## src/design/pad_defs.svh

```systemverilog
// Gamepad peripheral constants
// Button count, serial clock divider and host bus widths shared by the
// package and the RTL modules

`ifndef PAD_DEFS_SVH
`define PAD_DEFS_SVH

// Buttons per controller, shifted out MSB first
`define PAD_BUTTONS 12

// clk_2x cycles per pad_clk half period, also the latch pulse length
// Must be 2 or more
`define PAD_CLK_DIV 4

// Host bus address width in bits
`define PAD_ADDR_W 2

// Host bus data width in bits
`define PAD_DATA_W 16

`endif

```

## src/design/pad_pkg.sv

```systemverilog
// Gamepad peripheral package
// Opcode and scan state encodings plus the button and host word types

`include "pad_defs.svh"

package pad_pkg;

    // Operations issued by the host register decoder
    typedef enum logic [2:0] {
        OP_NONE        = 3'd0,
        OP_SCAN        = 3'd1,
        OP_CLEAR_EDGE  = 3'd2,
        OP_READ_STATUS = 3'd3,
        OP_READ_P1     = 3'd4,
        OP_READ_P2     = 3'd5,
        OP_READ_EDGE   = 3'd6
    } pad_op_e;

    // Scan engine states
    typedef enum logic [2:0] {
        S_IDLE     = 3'd0,
        S_LATCH    = 3'd1,
        S_CLK_LOW  = 3'd2,
        S_CLK_HIGH = 3'd3,
        S_DONE     = 3'd4
    } scan_state_e;

    // One bit per button, 1 is pressed, bit 11 leaves the controller first
    typedef logic [`PAD_BUTTONS-1:0] pad_buttons_t;

    // Host bus data word
    typedef logic [`PAD_DATA_W-1:0] pad_word_t;

endpackage

```

## src/design/pad_scan_if.sv

```systemverilog
// Scan request and result bundle
// Carries the start pulse, busy flag, done pulse and both players'
// button vectors from the scan engine to the result block

interface pad_scan_if import pad_pkg::*; ();

    // One-cycle request, derived from OP_SCAN inside the engine
    logic start;

    // High from the cycle after an accepted start through the done cycle
    logic busy;

    // One-cycle pulse, button vectors are valid in this cycle only
    logic done;

    pad_buttons_t p1_buttons;
    pad_buttons_t p2_buttons;

    // The engine owns every signal, including the start it derives
    modport engine (
        output start,
        output busy,
        output done,
        output p1_buttons,
        output p2_buttons
    );

    // The result block only consumes the scan outcome
    modport result (
        input busy,
        input done,
        input p1_buttons,
        input p2_buttons
    );

endinterface

```

## src/design/gamepad_board.sv

```systemverilog
// Gamepad board top level
// Joins the gamepad peripheral to a mock controller on player 1 and holds
// the player 2 data line at its idle level

`include "pad_defs.svh"

module gamepad_board import pad_pkg::*; (
    input  logic                    clk_2x,
    input  logic                    reset,
    input  logic                    bus_valid,
    input  logic                    bus_write,
    input  logic [`PAD_ADDR_W-1:0]  bus_addr,
    input  logic [`PAD_DATA_W-1:0]  bus_wdata,
    input  logic [`PAD_BUTTONS-1:0] pad_btn,
    output logic [`PAD_DATA_W-1:0]  bus_rdata,
    output logic                    bus_rdata_valid,
    output logic                    irq,
    output logic                    pad_latch,
    output logic                    pad_clk
);

    pad_op_e    op;
    logic [1:0] pad_data;

    pad_scan_if scan_bus ();

    pad_reg_decode u_decode (
        .clk_2x    (clk_2x),
        .reset     (reset),
        .bus_valid (bus_valid),
        .bus_write (bus_write),
        .bus_addr  (bus_addr),
        .bus_wdata (bus_wdata),
        .op        (op)
    );

    pad_scan_engine u_engine (
        .clk_2x    (clk_2x),
        .reset     (reset),
        .op        (op),
        .pad_latch (pad_latch),
        .pad_clk   (pad_clk),
        .pad_data  (pad_data),
        .scan      (scan_bus.engine)
    );

    pad_state_result u_result (
        .clk_2x          (clk_2x),
        .reset           (reset),
        .op              (op),
        .scan            (scan_bus.result),
        .bus_rdata       (bus_rdata),
        .bus_rdata_valid (bus_rdata_valid),
        .irq             (irq)
    );

    // Player 1 is driven from the button inputs
    mock_gamepad u_pad1 (
        .clk_2x    (clk_2x),
        .reset     (reset),
        .pad_latch (pad_latch),
        .pad_clk   (pad_clk),
        .pad_btn   (pad_btn),
        .pad_out   (pad_data[0])
    );

    // No controller on player 2, the pulled-up line reads as all released
    assign pad_data[1] = 1'b1;

endmodule

```

## src/design/mock_gamepad.sv

```systemverilog
// Serial gamepad model
// Loads the button levels while latch is high and shifts them out MSB
// first on each pad_clk rising edge, seen in the clk_2x domain

`include "pad_defs.svh"

module mock_gamepad import pad_pkg::*; (
    input  logic         clk_2x,
    input  logic         reset,
    input  logic         pad_latch,
    input  logic         pad_clk,
    input  pad_buttons_t pad_btn,
    output logic         pad_out
);

    logic         pad_clk_d;
    logic         clk_rise;
    pad_buttons_t shift_reg;

    // pad_clk is a clk_2x-synchronous level, one delay is enough to find edges
    assign clk_rise = pad_clk && !pad_clk_d;

    always_ff @(posedge clk_2x) begin
        if (reset) begin
            pad_clk_d <= 1'b0;
            shift_reg <= '0;
        end else begin
            pad_clk_d <= pad_clk;
            if (pad_latch) begin
                shift_reg <= pad_btn;
            end else if (clk_rise) begin
                // Zero fill, so reads past bit 12 look like released buttons
                shift_reg <= {shift_reg[`PAD_BUTTONS-2:0], 1'b0};
            end
        end
    end

    // Real pads pull the line low for a pressed button
    assign pad_out = ~shift_reg[`PAD_BUTTONS-1];

endmodule

```

## src/design/pad_reg_decode.sv

```systemverilog
// Host register decoder
// Turns each host bus strobe into one registered peripheral opcode,
// OP_NONE in every cycle without a strobe

`include "pad_defs.svh"

module pad_reg_decode import pad_pkg::*; (
    input  logic                   clk_2x,
    input  logic                   reset,
    input  logic                   bus_valid,
    input  logic                   bus_write,
    input  logic [`PAD_ADDR_W-1:0] bus_addr,
    input  logic [`PAD_DATA_W-1:0] bus_wdata,
    output pad_op_e                op
);

    // Register map
    localparam logic [`PAD_ADDR_W-1:0] ADDR_CTRL = `PAD_ADDR_W'(0);
    localparam logic [`PAD_ADDR_W-1:0] ADDR_P1   = `PAD_ADDR_W'(1);
    localparam logic [`PAD_ADDR_W-1:0] ADDR_P2   = `PAD_ADDR_W'(2);
    localparam logic [`PAD_ADDR_W-1:0] ADDR_EDGE = `PAD_ADDR_W'(3);

    pad_op_e op_next;

    always_comb begin
        op_next = OP_NONE;
        if (bus_valid) begin
            if (bus_write) begin
                // Only the control register is writable
                // The scan bit takes priority when both control bits are set
                if (bus_addr == ADDR_CTRL) begin
                    if (bus_wdata[0]) begin
                        op_next = OP_SCAN;
                    end else if (bus_wdata[1]) begin
                        op_next = OP_CLEAR_EDGE;
                    end
                end
            end else begin
                case (bus_addr)
                    ADDR_CTRL: op_next = OP_READ_STATUS;
                    ADDR_P1:   op_next = OP_READ_P1;
                    ADDR_P2:   op_next = OP_READ_P2;
                    ADDR_EDGE: op_next = OP_READ_EDGE;
                    default:   op_next = OP_NONE;
                endcase
            end
        end
    end

    // One cycle of decode latency, the opcode lives for exactly one cycle
    always_ff @(posedge clk_2x) begin
        if (reset) begin
            op <= OP_NONE;
        end else begin
            op <= op_next;
        end
    end

    // An idle bus cycle must never leave a stale opcode behind
    assert property (@(posedge clk_2x) disable iff (reset)
        !bus_valid |=> (op == OP_NONE))
        else $error("pad_reg_decode: opcode issued without a bus strobe");

endmodule

```

## src/design/pad_scan_engine.sv

```systemverilog
// Gamepad scan engine
// Produces the latch pulse and the 12-bit pad_clk train, then deserializes
// the active-low data lines of both players into button vectors

`include "pad_defs.svh"

module pad_scan_engine import pad_pkg::*; (
    input  logic       clk_2x,
    input  logic       reset,
    input  pad_op_e    op,
    output logic       pad_latch,
    output logic       pad_clk,
    input  logic [1:0] pad_data,
    pad_scan_if.engine scan
);

    localparam int PHASE_W = $clog2(`PAD_CLK_DIV);
    localparam int BIT_W   = $clog2(`PAD_BUTTONS);

    localparam logic [PHASE_W-1:0] PHASE_LAST = PHASE_W'(`PAD_CLK_DIV - 1);
    localparam logic [BIT_W-1:0]   BIT_LAST   = BIT_W'(`PAD_BUTTONS - 1);

    scan_state_e        state;
    logic [PHASE_W-1:0] phase_cnt;
    logic [BIT_W-1:0]   bit_cnt;
    pad_buttons_t       p1_shift;
    pad_buttons_t       p2_shift;
    logic               phase_end;
    logic               sample;

    // A scan request is simply the decoded opcode
    assign scan.start = (op == OP_SCAN);

    assign phase_end = (phase_cnt == PHASE_LAST);

    // Data is taken in the last low cycle, well after the controller shifted
    assign sample = (state == S_CLK_LOW) && phase_end;

    // Serial lines follow the state directly
    assign pad_latch = (state == S_LATCH);
    assign pad_clk   = (state == S_CLK_HIGH);

    // Busy covers every non-idle state, so a start while busy is dropped
    assign scan.busy = (state != S_IDLE);

    always_ff @(posedge clk_2x) begin
        if (reset) begin
            state     <= S_IDLE;
            phase_cnt <= '0;
            bit_cnt   <= '0;
            scan.done <= 1'b0;
        end else begin
            scan.done <= 1'b0;
            phase_cnt <= phase_end ? '0 : phase_cnt + 1'b1;
            case (state)
                S_IDLE: begin
                    phase_cnt <= '0;
                    bit_cnt   <= '0;
                    if (scan.start) begin
                        state <= S_LATCH;
                    end
                end
                S_LATCH: begin
                    if (phase_end) begin
                        state <= S_CLK_LOW;
                    end
                end
                S_CLK_LOW: begin
                    if (phase_end) begin
                        state <= S_CLK_HIGH;
                    end
                end
                S_CLK_HIGH: begin
                    if (phase_end) begin
                        bit_cnt <= bit_cnt + 1'b1;
                        // Done is registered together with the move into S_DONE
                        if (bit_cnt == BIT_LAST) begin
                            state     <= S_DONE;
                            scan.done <= 1'b1;
                        end else begin
                            state <= S_CLK_LOW;
                        end
                    end
                end
                S_DONE: begin
                    state <= S_IDLE;
                end
                default: begin
                    state <= S_IDLE;
                end
            endcase
        end
    end

    // Lines are active low, so a low level shifts in as a pressed button
    // The first bit sampled ends up in bit 11 after twelve shifts
    always_ff @(posedge clk_2x) begin
        if (sample) begin
            p1_shift <= {p1_shift[`PAD_BUTTONS-2:0], ~pad_data[0]};
            p2_shift <= {p2_shift[`PAD_BUTTONS-2:0], ~pad_data[1]};
        end
    end

    assign scan.p1_buttons = p1_shift;
    assign scan.p2_buttons = p2_shift;

    // Latch and clock overlapping would corrupt the controller's shift register
    assert property (@(posedge clk_2x) disable iff (reset)
        !(pad_latch && pad_clk))
        else $error("pad_scan_engine: latch and clock high together");

    // The registered done flag must line up with the state it announces
    assert property (@(posedge clk_2x) disable iff (reset)
        scan.done |-> (state == S_DONE))
        else $error("pad_scan_engine: done outside S_DONE");

    // A divider of 1 leaves no room to sample before the next shift
    assert property (@(posedge clk_2x) `PAD_CLK_DIV >= 2)
        else $error("pad_scan_engine: PAD_CLK_DIV must be at least 2");

endmodule

```

## src/design/pad_state_result.sv

```systemverilog
// Gamepad result block
// Holds both players' button states, accumulates new player 1 presses
// into the edge register and interrupt, and answers host reads

module pad_state_result import pad_pkg::*; (
    input  logic       clk_2x,
    input  logic       reset,
    input  pad_op_e    op,
    pad_scan_if.result scan,
    output pad_word_t  bus_rdata,
    output logic       bus_rdata_valid,
    output logic       irq
);

    pad_buttons_t p1_state;
    pad_buttons_t p2_state;
    pad_buttons_t edge_bits;
    pad_buttons_t new_press;
    pad_word_t    read_word;
    logic         is_read;

    // Pressed now but released in the previous stored scan
    assign new_press = scan.p1_buttons & ~p1_state;

    assign is_read = (op == OP_READ_STATUS) || (op == OP_READ_P1) ||
                     (op == OP_READ_P2) || (op == OP_READ_EDGE);

    // Interrupt stays up while any new press is pending
    assign irq = |edge_bits;

    always_ff @(posedge clk_2x) begin
        if (reset) begin
            p1_state  <= '0;
            p2_state  <= '0;
            edge_bits <= '0;
        end else begin
            if (scan.done) begin
                p1_state <= scan.p1_buttons;
                p2_state <= scan.p2_buttons;
            end
            // Presses landing with a clear are kept, older ones are dropped
            if (op == OP_CLEAR_EDGE) begin
                edge_bits <= scan.done ? new_press : '0;
            end else if (scan.done) begin
                edge_bits <= edge_bits | new_press;
            end
        end
    end

    // Upper bits of every word read back as zero
    always_comb begin
        case (op)
            OP_READ_STATUS: read_word = pad_word_t'({irq, scan.busy});
            OP_READ_P1:     read_word = pad_word_t'(p1_state);
            OP_READ_P2:     read_word = pad_word_t'(p2_state);
            OP_READ_EDGE:   read_word = pad_word_t'(edge_bits);
            default:        read_word = '0;
        endcase
    end

    // Read data only changes on a read, valid marks it for one cycle
    always_ff @(posedge clk_2x) begin
        if (is_read) begin
            bus_rdata <= read_word;
        end
    end

    always_ff @(posedge clk_2x) begin
        if (reset) begin
            bus_rdata_valid <= 1'b0;
        end else begin
            bus_rdata_valid <= is_read;
        end
    end

    // Back-to-back valid pulses need back-to-back read opcodes behind them
    assert property (@(posedge clk_2x) disable iff (reset)
        (bus_rdata_valid && $past(bus_rdata_valid)) |->
            ($past(is_read) && $past(is_read, 2)))
        else $error("pad_state_result: read data valid without a read");

endmodule

```

## config.mk

```make
export PLATFORM = sky130hd
export DESIGN_NAME = gamepad_board
export DESIGN_NICKNAME = d
export VERILOG_FILES = /design/src/design/pad_pkg.sv /design/src/design/pad_scan_if.sv /design/src/design/gamepad_board.sv /design/src/design/mock_gamepad.sv /design/src/design/pad_reg_decode.sv /design/src/design/pad_scan_engine.sv /design/src/design/pad_state_result.sv
export VERILOG_INCLUDE_DIRS = /design/src /design/src/design
export SDC_FILE = /design/constraint.sdc
export NUM_CORES = 1
export LEC_CHECK = 0
export BUFFER_PORTS_ARGS = -buffer_cell sky130_fd_sc_hd__buf_4
export CAP_MARGIN = 20
export CORE_MARGIN = 4
export CORE_UTILIZATION = 43
export CTS_CLUSTER_DIAMETER = 120
export DETAILED_ROUTE_END_ITERATION = 7
export MAX_ROUTING_LAYER = met4
export PLACE_DENSITY_LB_ADDON = 0.1
export SLEW_MARGIN = 30
export SYNTH_ARGS = -nofsm -noshare
export SYNTH_HDL_FRONTEND = slang
export SYNTH_SLANG_ARGS = --single-unit
```

## constraint.sdc

```tcl
create_clock -name clk_2x -period 2.2 [get_ports clk_2x]
set_clock_uncertainty 0.15 [all_clocks]
set_input_delay 0.11 -clock clk_2x [delete_from_list [all_inputs] [get_ports clk_2x]]
set_output_delay 0.11 -clock clk_2x [all_outputs]
set_load 0.01 [all_outputs]
```

==> results of run 1 <==
[cells by family (layout without fill, tap and decap cells)]
family,count (synthesis),count (layout)
buf+inv,39,91
xor+xnor,1,1
compound gates,50,50
fa+ha+maj,5,5
other cells,1,4
flops,75,75
mux,37,37
simple gates,83,83
[cell usage after synthesis (all sizes together)]
cell / n / share of area [%]
a211oi: 12 / 2.9
and2b: 1 / 0.32
or3: 3 / 0.76
a41oi: 1 / 0.28
xnor2: 1 / 0.28
inv: 15 / 1.8
a2111oi: 1 / 0.28
o32a: 1 / 0.32
conb: 1 / 0.12
nand4b: 2 / 0.56
and3: 2 / 0.40
nor4b: 1 / 0.28
a21boi: 1 / 0.24
and2: 3 / 0.60
nor4bb: 1 / 0.32
or2: 1 / 0.20
clkbuf: 5 / 0.64
nor3b: 1 / 0.24
nor3: 4 / 0.64
o211a: 1 / 0.32
buf: 19 / 3.6
a21oi: 22 / 3.5
nand2: 16 / 1.9
nand3b: 7 / 1.7
nand3: 3 / 0.48
ha: 5 / 2.0
or3b: 1 / 0.36
a32oi: 5 / 1.4
nor4: 6 / 1.2
nor2: 31 / 3.7
a21bo: 1 / 0.32
edfxtp: 24 / 23
dfxtp: 51 / 32
o32ai: 2 / 0.56
o41ai: 1 / 0.28
mux2i: 37 / 12
o22ai: 2 / 0.40
[repair_timing]
action / in CTS / in global routing
hold buffers: 18 / 0
endpoints found under the hold margin: 15 / 0
resized for setup: 0 / 0
[worst max-delay path: stages (launching register included)]
cell and delay [ns]:
dfxtp_1 0.56, and2b_4 0.31, and2_1 0.17, buf_4 0.14
[final cells by class]
cell class / instances / area (sq um) / share of cell area, %
tap: 96 / 120 / 3.13
clock inverter: 7 / 75.1 / 1.96
timing repair buffer: 60 / 495 / 12.9
sequential: 75 / 1740 / 45.4
inverter: 15 / 56.3 / 1.47
clock buffer: 9 / 124 / 3.23
multi-input combinational: 180 / 1220 / 31.9
[worst paths after layout]
path,startpoint,slack [ns],to,cells after the start
worst max-delay path,u_engine.state[2],0.43,pad_clk,3
worst min-delay path,reset,0.06,u_result.p1_state[3],2
worst max register to register,u_engine.state[2],0.51,u_pad1.shift_reg[5],3
worst min register to register,u_engine.phase_cnt[0],0.29,u_engine.phase_cnt[0],1
[through the flow]
stage	setup slack, ns	hold slack [ns]
4_1_cts	0.419	0.0465
6_report	0.425	0.0578
3_5_place_dp	0.518	0.169
5_1_grt	0.343	0.0642
3_3_place_gp	0.525	0.169
2_1_floorplan	0.101	0.0368
[routing by layer]
| metal | wire [um] | GRT usage (%) | part of all wire, % | vias to the layer above |
|---|---|---|---|---|
| met5 | 0 | - | 0 | - |
| met4 | 93 | 6.59 | 1.5 | 0 |
| met3 | 285 | 3.86 | 4.6 | 11 |
| met2 | 2660 | 22.3 | 43 | 56 |
| met1 | 3110 | 21.9 | 51 | 1062 |
| li1 | - | - | - | 1138 |
[power by group through the flow]
stage,sequential [mW],combinational (mW),clock (mW)
2_1_floorplan,1.48,0.0860,0
3_3_place_gp,1.48,0.130,0
3_5_place_dp,1.49,0.131,0
4_1_cts,1.45,0.155,1.09
5_1_grt,1.46,0.172,1.16
6_report,1.45,0.154,1.06
[layout by cell type, fill, tap and decap left out, types with 2 or more instances in the layout]
| cell type | Yosys | layout |
|---|---|---|
| clkinvlp_4 | 0 | 2 |
| a211oi_1 | 12 | 12 |
| buf_4 | 6 | 42 |
| and2_1 | 3 | 3 |
| and3_1 | 2 | 2 |
| inv_1 | 15 | 15 |
| nor4_1 | 6 | 6 |
| nand2_1 | 16 | 16 |
| nand3_1 | 3 | 3 |
| nand4b_1 | 2 | 2 |
| dfxtp_1 | 51 | 51 |
| nor3_1 | 4 | 4 |
| nand3b_1 | 7 | 7 |
| inv_6 | 0 | 2 |
| a32oi_1 | 5 | 5 |
| mux2i_1 | 37 | 37 |
| or3_1 | 2 | 2 |
| a21oi_1 | 22 | 22 |
| dlygate4sd3_1 | 0 | 18 |
| clkbuf_8 | 0 | 9 |
| ha_1 | 5 | 5 |
| conb_1 | 1 | 4 |
| edfxtp_1 | 24 | 24 |
| o22ai_1 | 2 | 2 |
| nor2_1 | 31 | 31 |
| o32ai_1 | 2 | 2 |
==> impl_metrics.env, run 1 <==
export IMPL_dieArea_sq_um=8740
export IMPL_clk_pin_slew_ns=0.08
export IMPL_layout_min_cycle_time_ns=1.77
export IMPL_intPower_mw=2.05
export IMPL_htreeDepth=3
export IMPL_synth_fa_ha_area_share_pct=1.99
export IMPL_hold_path_class="primary input to flip-flop"
export IMPL_cts_sinks=75
export IMPL_root_buffer="clkbuf_8"
export IMPL_dp_cells=408
export IMPL_antenna_left=0
export IMPL_yosysWarnings=0
export IMPL_wl_mm=6.15
export IMPL_yosysSeqAreaShare_pct=55.4
export IMPL_p_sw_uw=619
export IMPL_grt_max_degree=48
export IMPL_setup_violations=0
export IMPL_design_area_sq_um=3830
export IMPL_fin_cells=442
export IMPL_nets=380
export IMPL_cts_tree="done"
export IMPL_grt_pass1_vias=2150
export IMPL_start_kind="flip-flop"
export IMPL_cap_violations=0
export IMPL_gr_total_overflow=0
export IMPL_pwr_share_seq_pct=54.4
export IMPL_vias_per_cell=5.13
export IMPL_fmaxAchievable_ghz=0.563
export IMPL_port_buffers=35
export IMPL_synthMuxAreaShare_pct=11.8
export IMPL_die_w_um=93.5
export IMPL_first_iter_violations=92
export IMPL_power_frac_comb_pct=5.8
export IMPL_irDropWorstVdd_mv=0.307
export IMPL_critPathKind="flip-flop to output pin"
export IMPL_tns_ns=0
export IMPL_synth_compound_area_share_pct=10.8
export IMPL_slew_headroom_pct=64.3
export IMPL_layout_drive_gt1_share_pct=17.9
export IMPL_clk_insertion_delay_late_ns=0.34
export IMPL_num_rows=30
export IMPL_grt_total_usage_pct=15.9
export IMPL_synth_area_sq_um=3140
export IMPL_required_ns=1.94
export IMPL_dp_hpwl_mm=3.92
export IMPL_outcome="finished clean"
export IMPL_gp_congestion=0.754
export IMPL_drt_first_pass_iters=4
export IMPL_core_area_sq_um=6940
export IMPL_tightest_slew_ns=0.532
export IMPL_drc=0
export IMPL_boundaryPins=54
export IMPL_powerDensity_nw_per_um2=696
export IMPL_crit_arrival_ns=1.51
export IMPL_synthSimpleGateAreaFrac_pct=13.6
export IMPL_netlist_instances=291
export IMPL_start_util_pct=45.2
export IMPL_routedWlPerCell_um=13.9
export IMPL_timing_final_crit_share_pct=80.7
export IMPL_synth_seq_cells=75
export IMPL_p_clk_share_pct=39.8
export IMPL_ys_types=42
export IMPL_endpoint_kind="output pin"
export IMPL_synth_top_family_by_area="simple AND/OR/NAND/NOR gates"
export IMPL_dpl_cell_area_sq_um=3460
export IMPL_syn2layout_area_growth_pct=22.1
export IMPL_fp_dieH_um=93.5
export IMPL_clockBufferDepth=2
export IMPL_synth_area_per_cell_sq_um=10.8
export IMPL_utilization_pct=55.2
export IMPL_num_vias=2267
export IMPL_post_cts_buffers=0
export IMPL_switching_share_pct=23.2
export IMPL_fillCellCount=632
export IMPL_drv_slew=0
export IMPL_crit_fanout=15
export IMPL_grt_pass1_wl_mm=10.6
export IMPL_synth_xor_area_share_pct=0.279
export IMPL_p_leak_nw=1.33
export IMPL_finalPower_mw=2.67
export IMPL_hold_viol_final=0
export IMPL_num_antenna_cells=0
export IMPL_rsz0062_at_grt="false"
export IMPL_grt_antenna_before_repair=0
export IMPL_numCtsBuffers=9
Note: power is estimated with default switching activity, not from simulation.
==> run 2: changes to the inputs <==
- clock period: 2.2 -> 1.45 ns (I/O delays scaled with it)
==> impl_metrics.env, run 2 (synthesized netlist as in run 1, its figures left out) <==
export IMPL_hold_slack_ns=-0.0218
export IMPL_tns_ns=-0.468
export IMPL_num_rows=30
export IMPL_routedWlPerCell_um=14.9
export IMPL_grt_max_degree=30
export IMPL_clockBufferDepth=2
export IMPL_antenna_left=0
export IMPL_rsz0062_at_grt="true"
export IMPL_start_util_pct=45.2
export IMPL_cp_slowest_cell="dfxtp_2"
export IMPL_required_ns=1.23
export IMPL_endpoint_kind="output pin"
export IMPL_drt_first_pass_iters=4
export IMPL_crit_fanout=2
export IMPL_cts_tree="done"
export IMPL_start_kind="flip-flop"
export IMPL_port_buffers=35
export IMPL_final_cell_mix="buf_4, dfxtp_1, mux2i_1"
export IMPL_crit_chain="nor4_2 > and3_1 > buf_4 > inv_2 > buf_6"
export IMPL_drc=0
export IMPL_fp_dieH_um=93.5
export IMPL_gp_congestion=0.771
export IMPL_boundaryPins=54
export IMPL_num_antenna_cells=0
export IMPL_hold_path_class="primary input to flip-flop"
export IMPL_grt_antenna_before_repair=0
export IMPL_layout_commonest_cell="buf_4"
export IMPL_setup_violations=15
export IMPL_clk_pin_slew_ns=0.09
export IMPL_layout_min_cycle_time_ns=1.67
export IMPL_vias_per_cell=5.15
export IMPL_grt_total_usage_pct=16.6
export IMPL_fillCellCount=582
export IMPL_gr_total_overflow=0
export IMPL_powerDensity_nw_per_um2=924
export IMPL_grt_pass1_wl_mm=11.1
export IMPL_fmaxAchievable_ghz=0.601
export IMPL_num_vias=2434
export IMPL_violations="negative hold slack, negative setup slack"
export IMPL_timing_final_crit_share_pct=115
export IMPL_crit_arrival_ns=1.44
export IMPL_nets=411
export IMPL_drv_slew=0
export IMPL_layout_drive_gt1_share_pct=31.0
export IMPL_first_iter_violations=127
export IMPL_syn2layout_area_growth_pct=38.1
export IMPL_dieArea_sq_um=8740
export IMPL_wl_mm=7.05
export IMPL_outcome="complete, but fails checks"
export IMPL_p_leak_nw=1.56
export IMPL_irDropWorstVdd_mv=0.573
export IMPL_grt_pass1_vias=2284
export IMPL_critPathKind="flip-flop to output pin"
export IMPL_cap_violations=0
export IMPL_die_w_um=93.5
export IMPL_htreeDepth=3
export IMPL_hold_viol_final=2
export IMPL_clk_insertion_delay_late_ns=0.36
export IMPL_root_buffer="clkbuf_8"
export IMPL_dp_hpwl_mm=4.17
export IMPL_finalPower_mw=4.01
export IMPL_cts_sinks=75
export IMPL_numCtsBuffers=9
export IMPL_core_area_sq_um=6940
export IMPL_fin_ws_ns=-0.215
export IMPL_max_stage_delay_ns=0.34
==> run 2: power breakdown <==
part / leakage [nW] / switching (mW) / internal (mW)
Clock: 0.0886 / 0.854 / 0.648
Combinational: 0.829 / 0.134 / 0.170
Sequential: 0.637 / 0.0197 / 2.18
Total: 1.56 / 1.01 / 3.00
==> run 2: metrics by stage <==
| stage | worst slack, ns | hold WS, ns | std cells | area, sq um | utilization (%) |
|---|---|---|---|---|---|
| final | -0.215 | -0.0218 | 473 | 4340 | 62.5 |
| after global routing | -0.264 | 0.00606 | 473 | 4340 | 62.5 |
| after CTS | -0.224 | 0.0556 | 472 | 4280 | 61.6 |
| after detailed placement | -0.0582 | 0.128 | 426 | 3720 | 53.5 |
| after global placement | 0.00338 | 0.127 | 426 | 3720 | 53.5 |
| after floorplan | -0.0133 | -0.000706 | 294 | 3210 | - |
==> run 2: path summary, 6_finish.rpt <==
path | from | endpoint | slack (ns) | cells past startpoint
worst max-delay path | u_result.edge_bits[3] | irq | -0.22 | 5
worst min-delay path | reset | u_engine.bit_cnt[3] | -0.02 | 4
worst max register to register | u_engine.state[2] | u_engine.bit_cnt[3] | -0.06 | 5
worst min register to register | u_engine.phase_cnt[0] | u_engine.phase_cnt[0] | 0.29 | 1
==> run 2: layout make-up <==
type	count	area, sq um	share of cell area (%)
inverter	15	56.3	1.30
sequential	75	1760	40.5
tap	96	120	2.77
clock buffer	9	124	2.85
clock inverter	7	57.6	1.33
timing repair buffer	90	853	19.7
multi-input combinational	181	1370	31.6
==> run 2: per-layer routing <==
layer	track usage [%]	share of wire, %	vias up
li1	-	-	1201
met1	22.2	46	1164
met2	24.9	47	60
met3	2.74	5.0	9
met4	6.96	1.2	0
met5	-	0	-
==> run 2: worst max-delay path: cells and delay by family (launching register included) <==
family,cells,cell delay (ns)
and+or+nand+nor,2,0.50
DFF,1,0.34
buffers and inverters,3,0.24
==> run 2: repair_timing <==
item | 4_1_cts | 5_1_grt
setup endpoints to repair | 17 | 34
gates cloned | 0 | 1
endpoints found under the hold margin | 20 | 0
hold buffers | 22 | 0
buffers inserted | 8 | 2
resized for setup | 24 | 15
pin swaps | 5 | 8
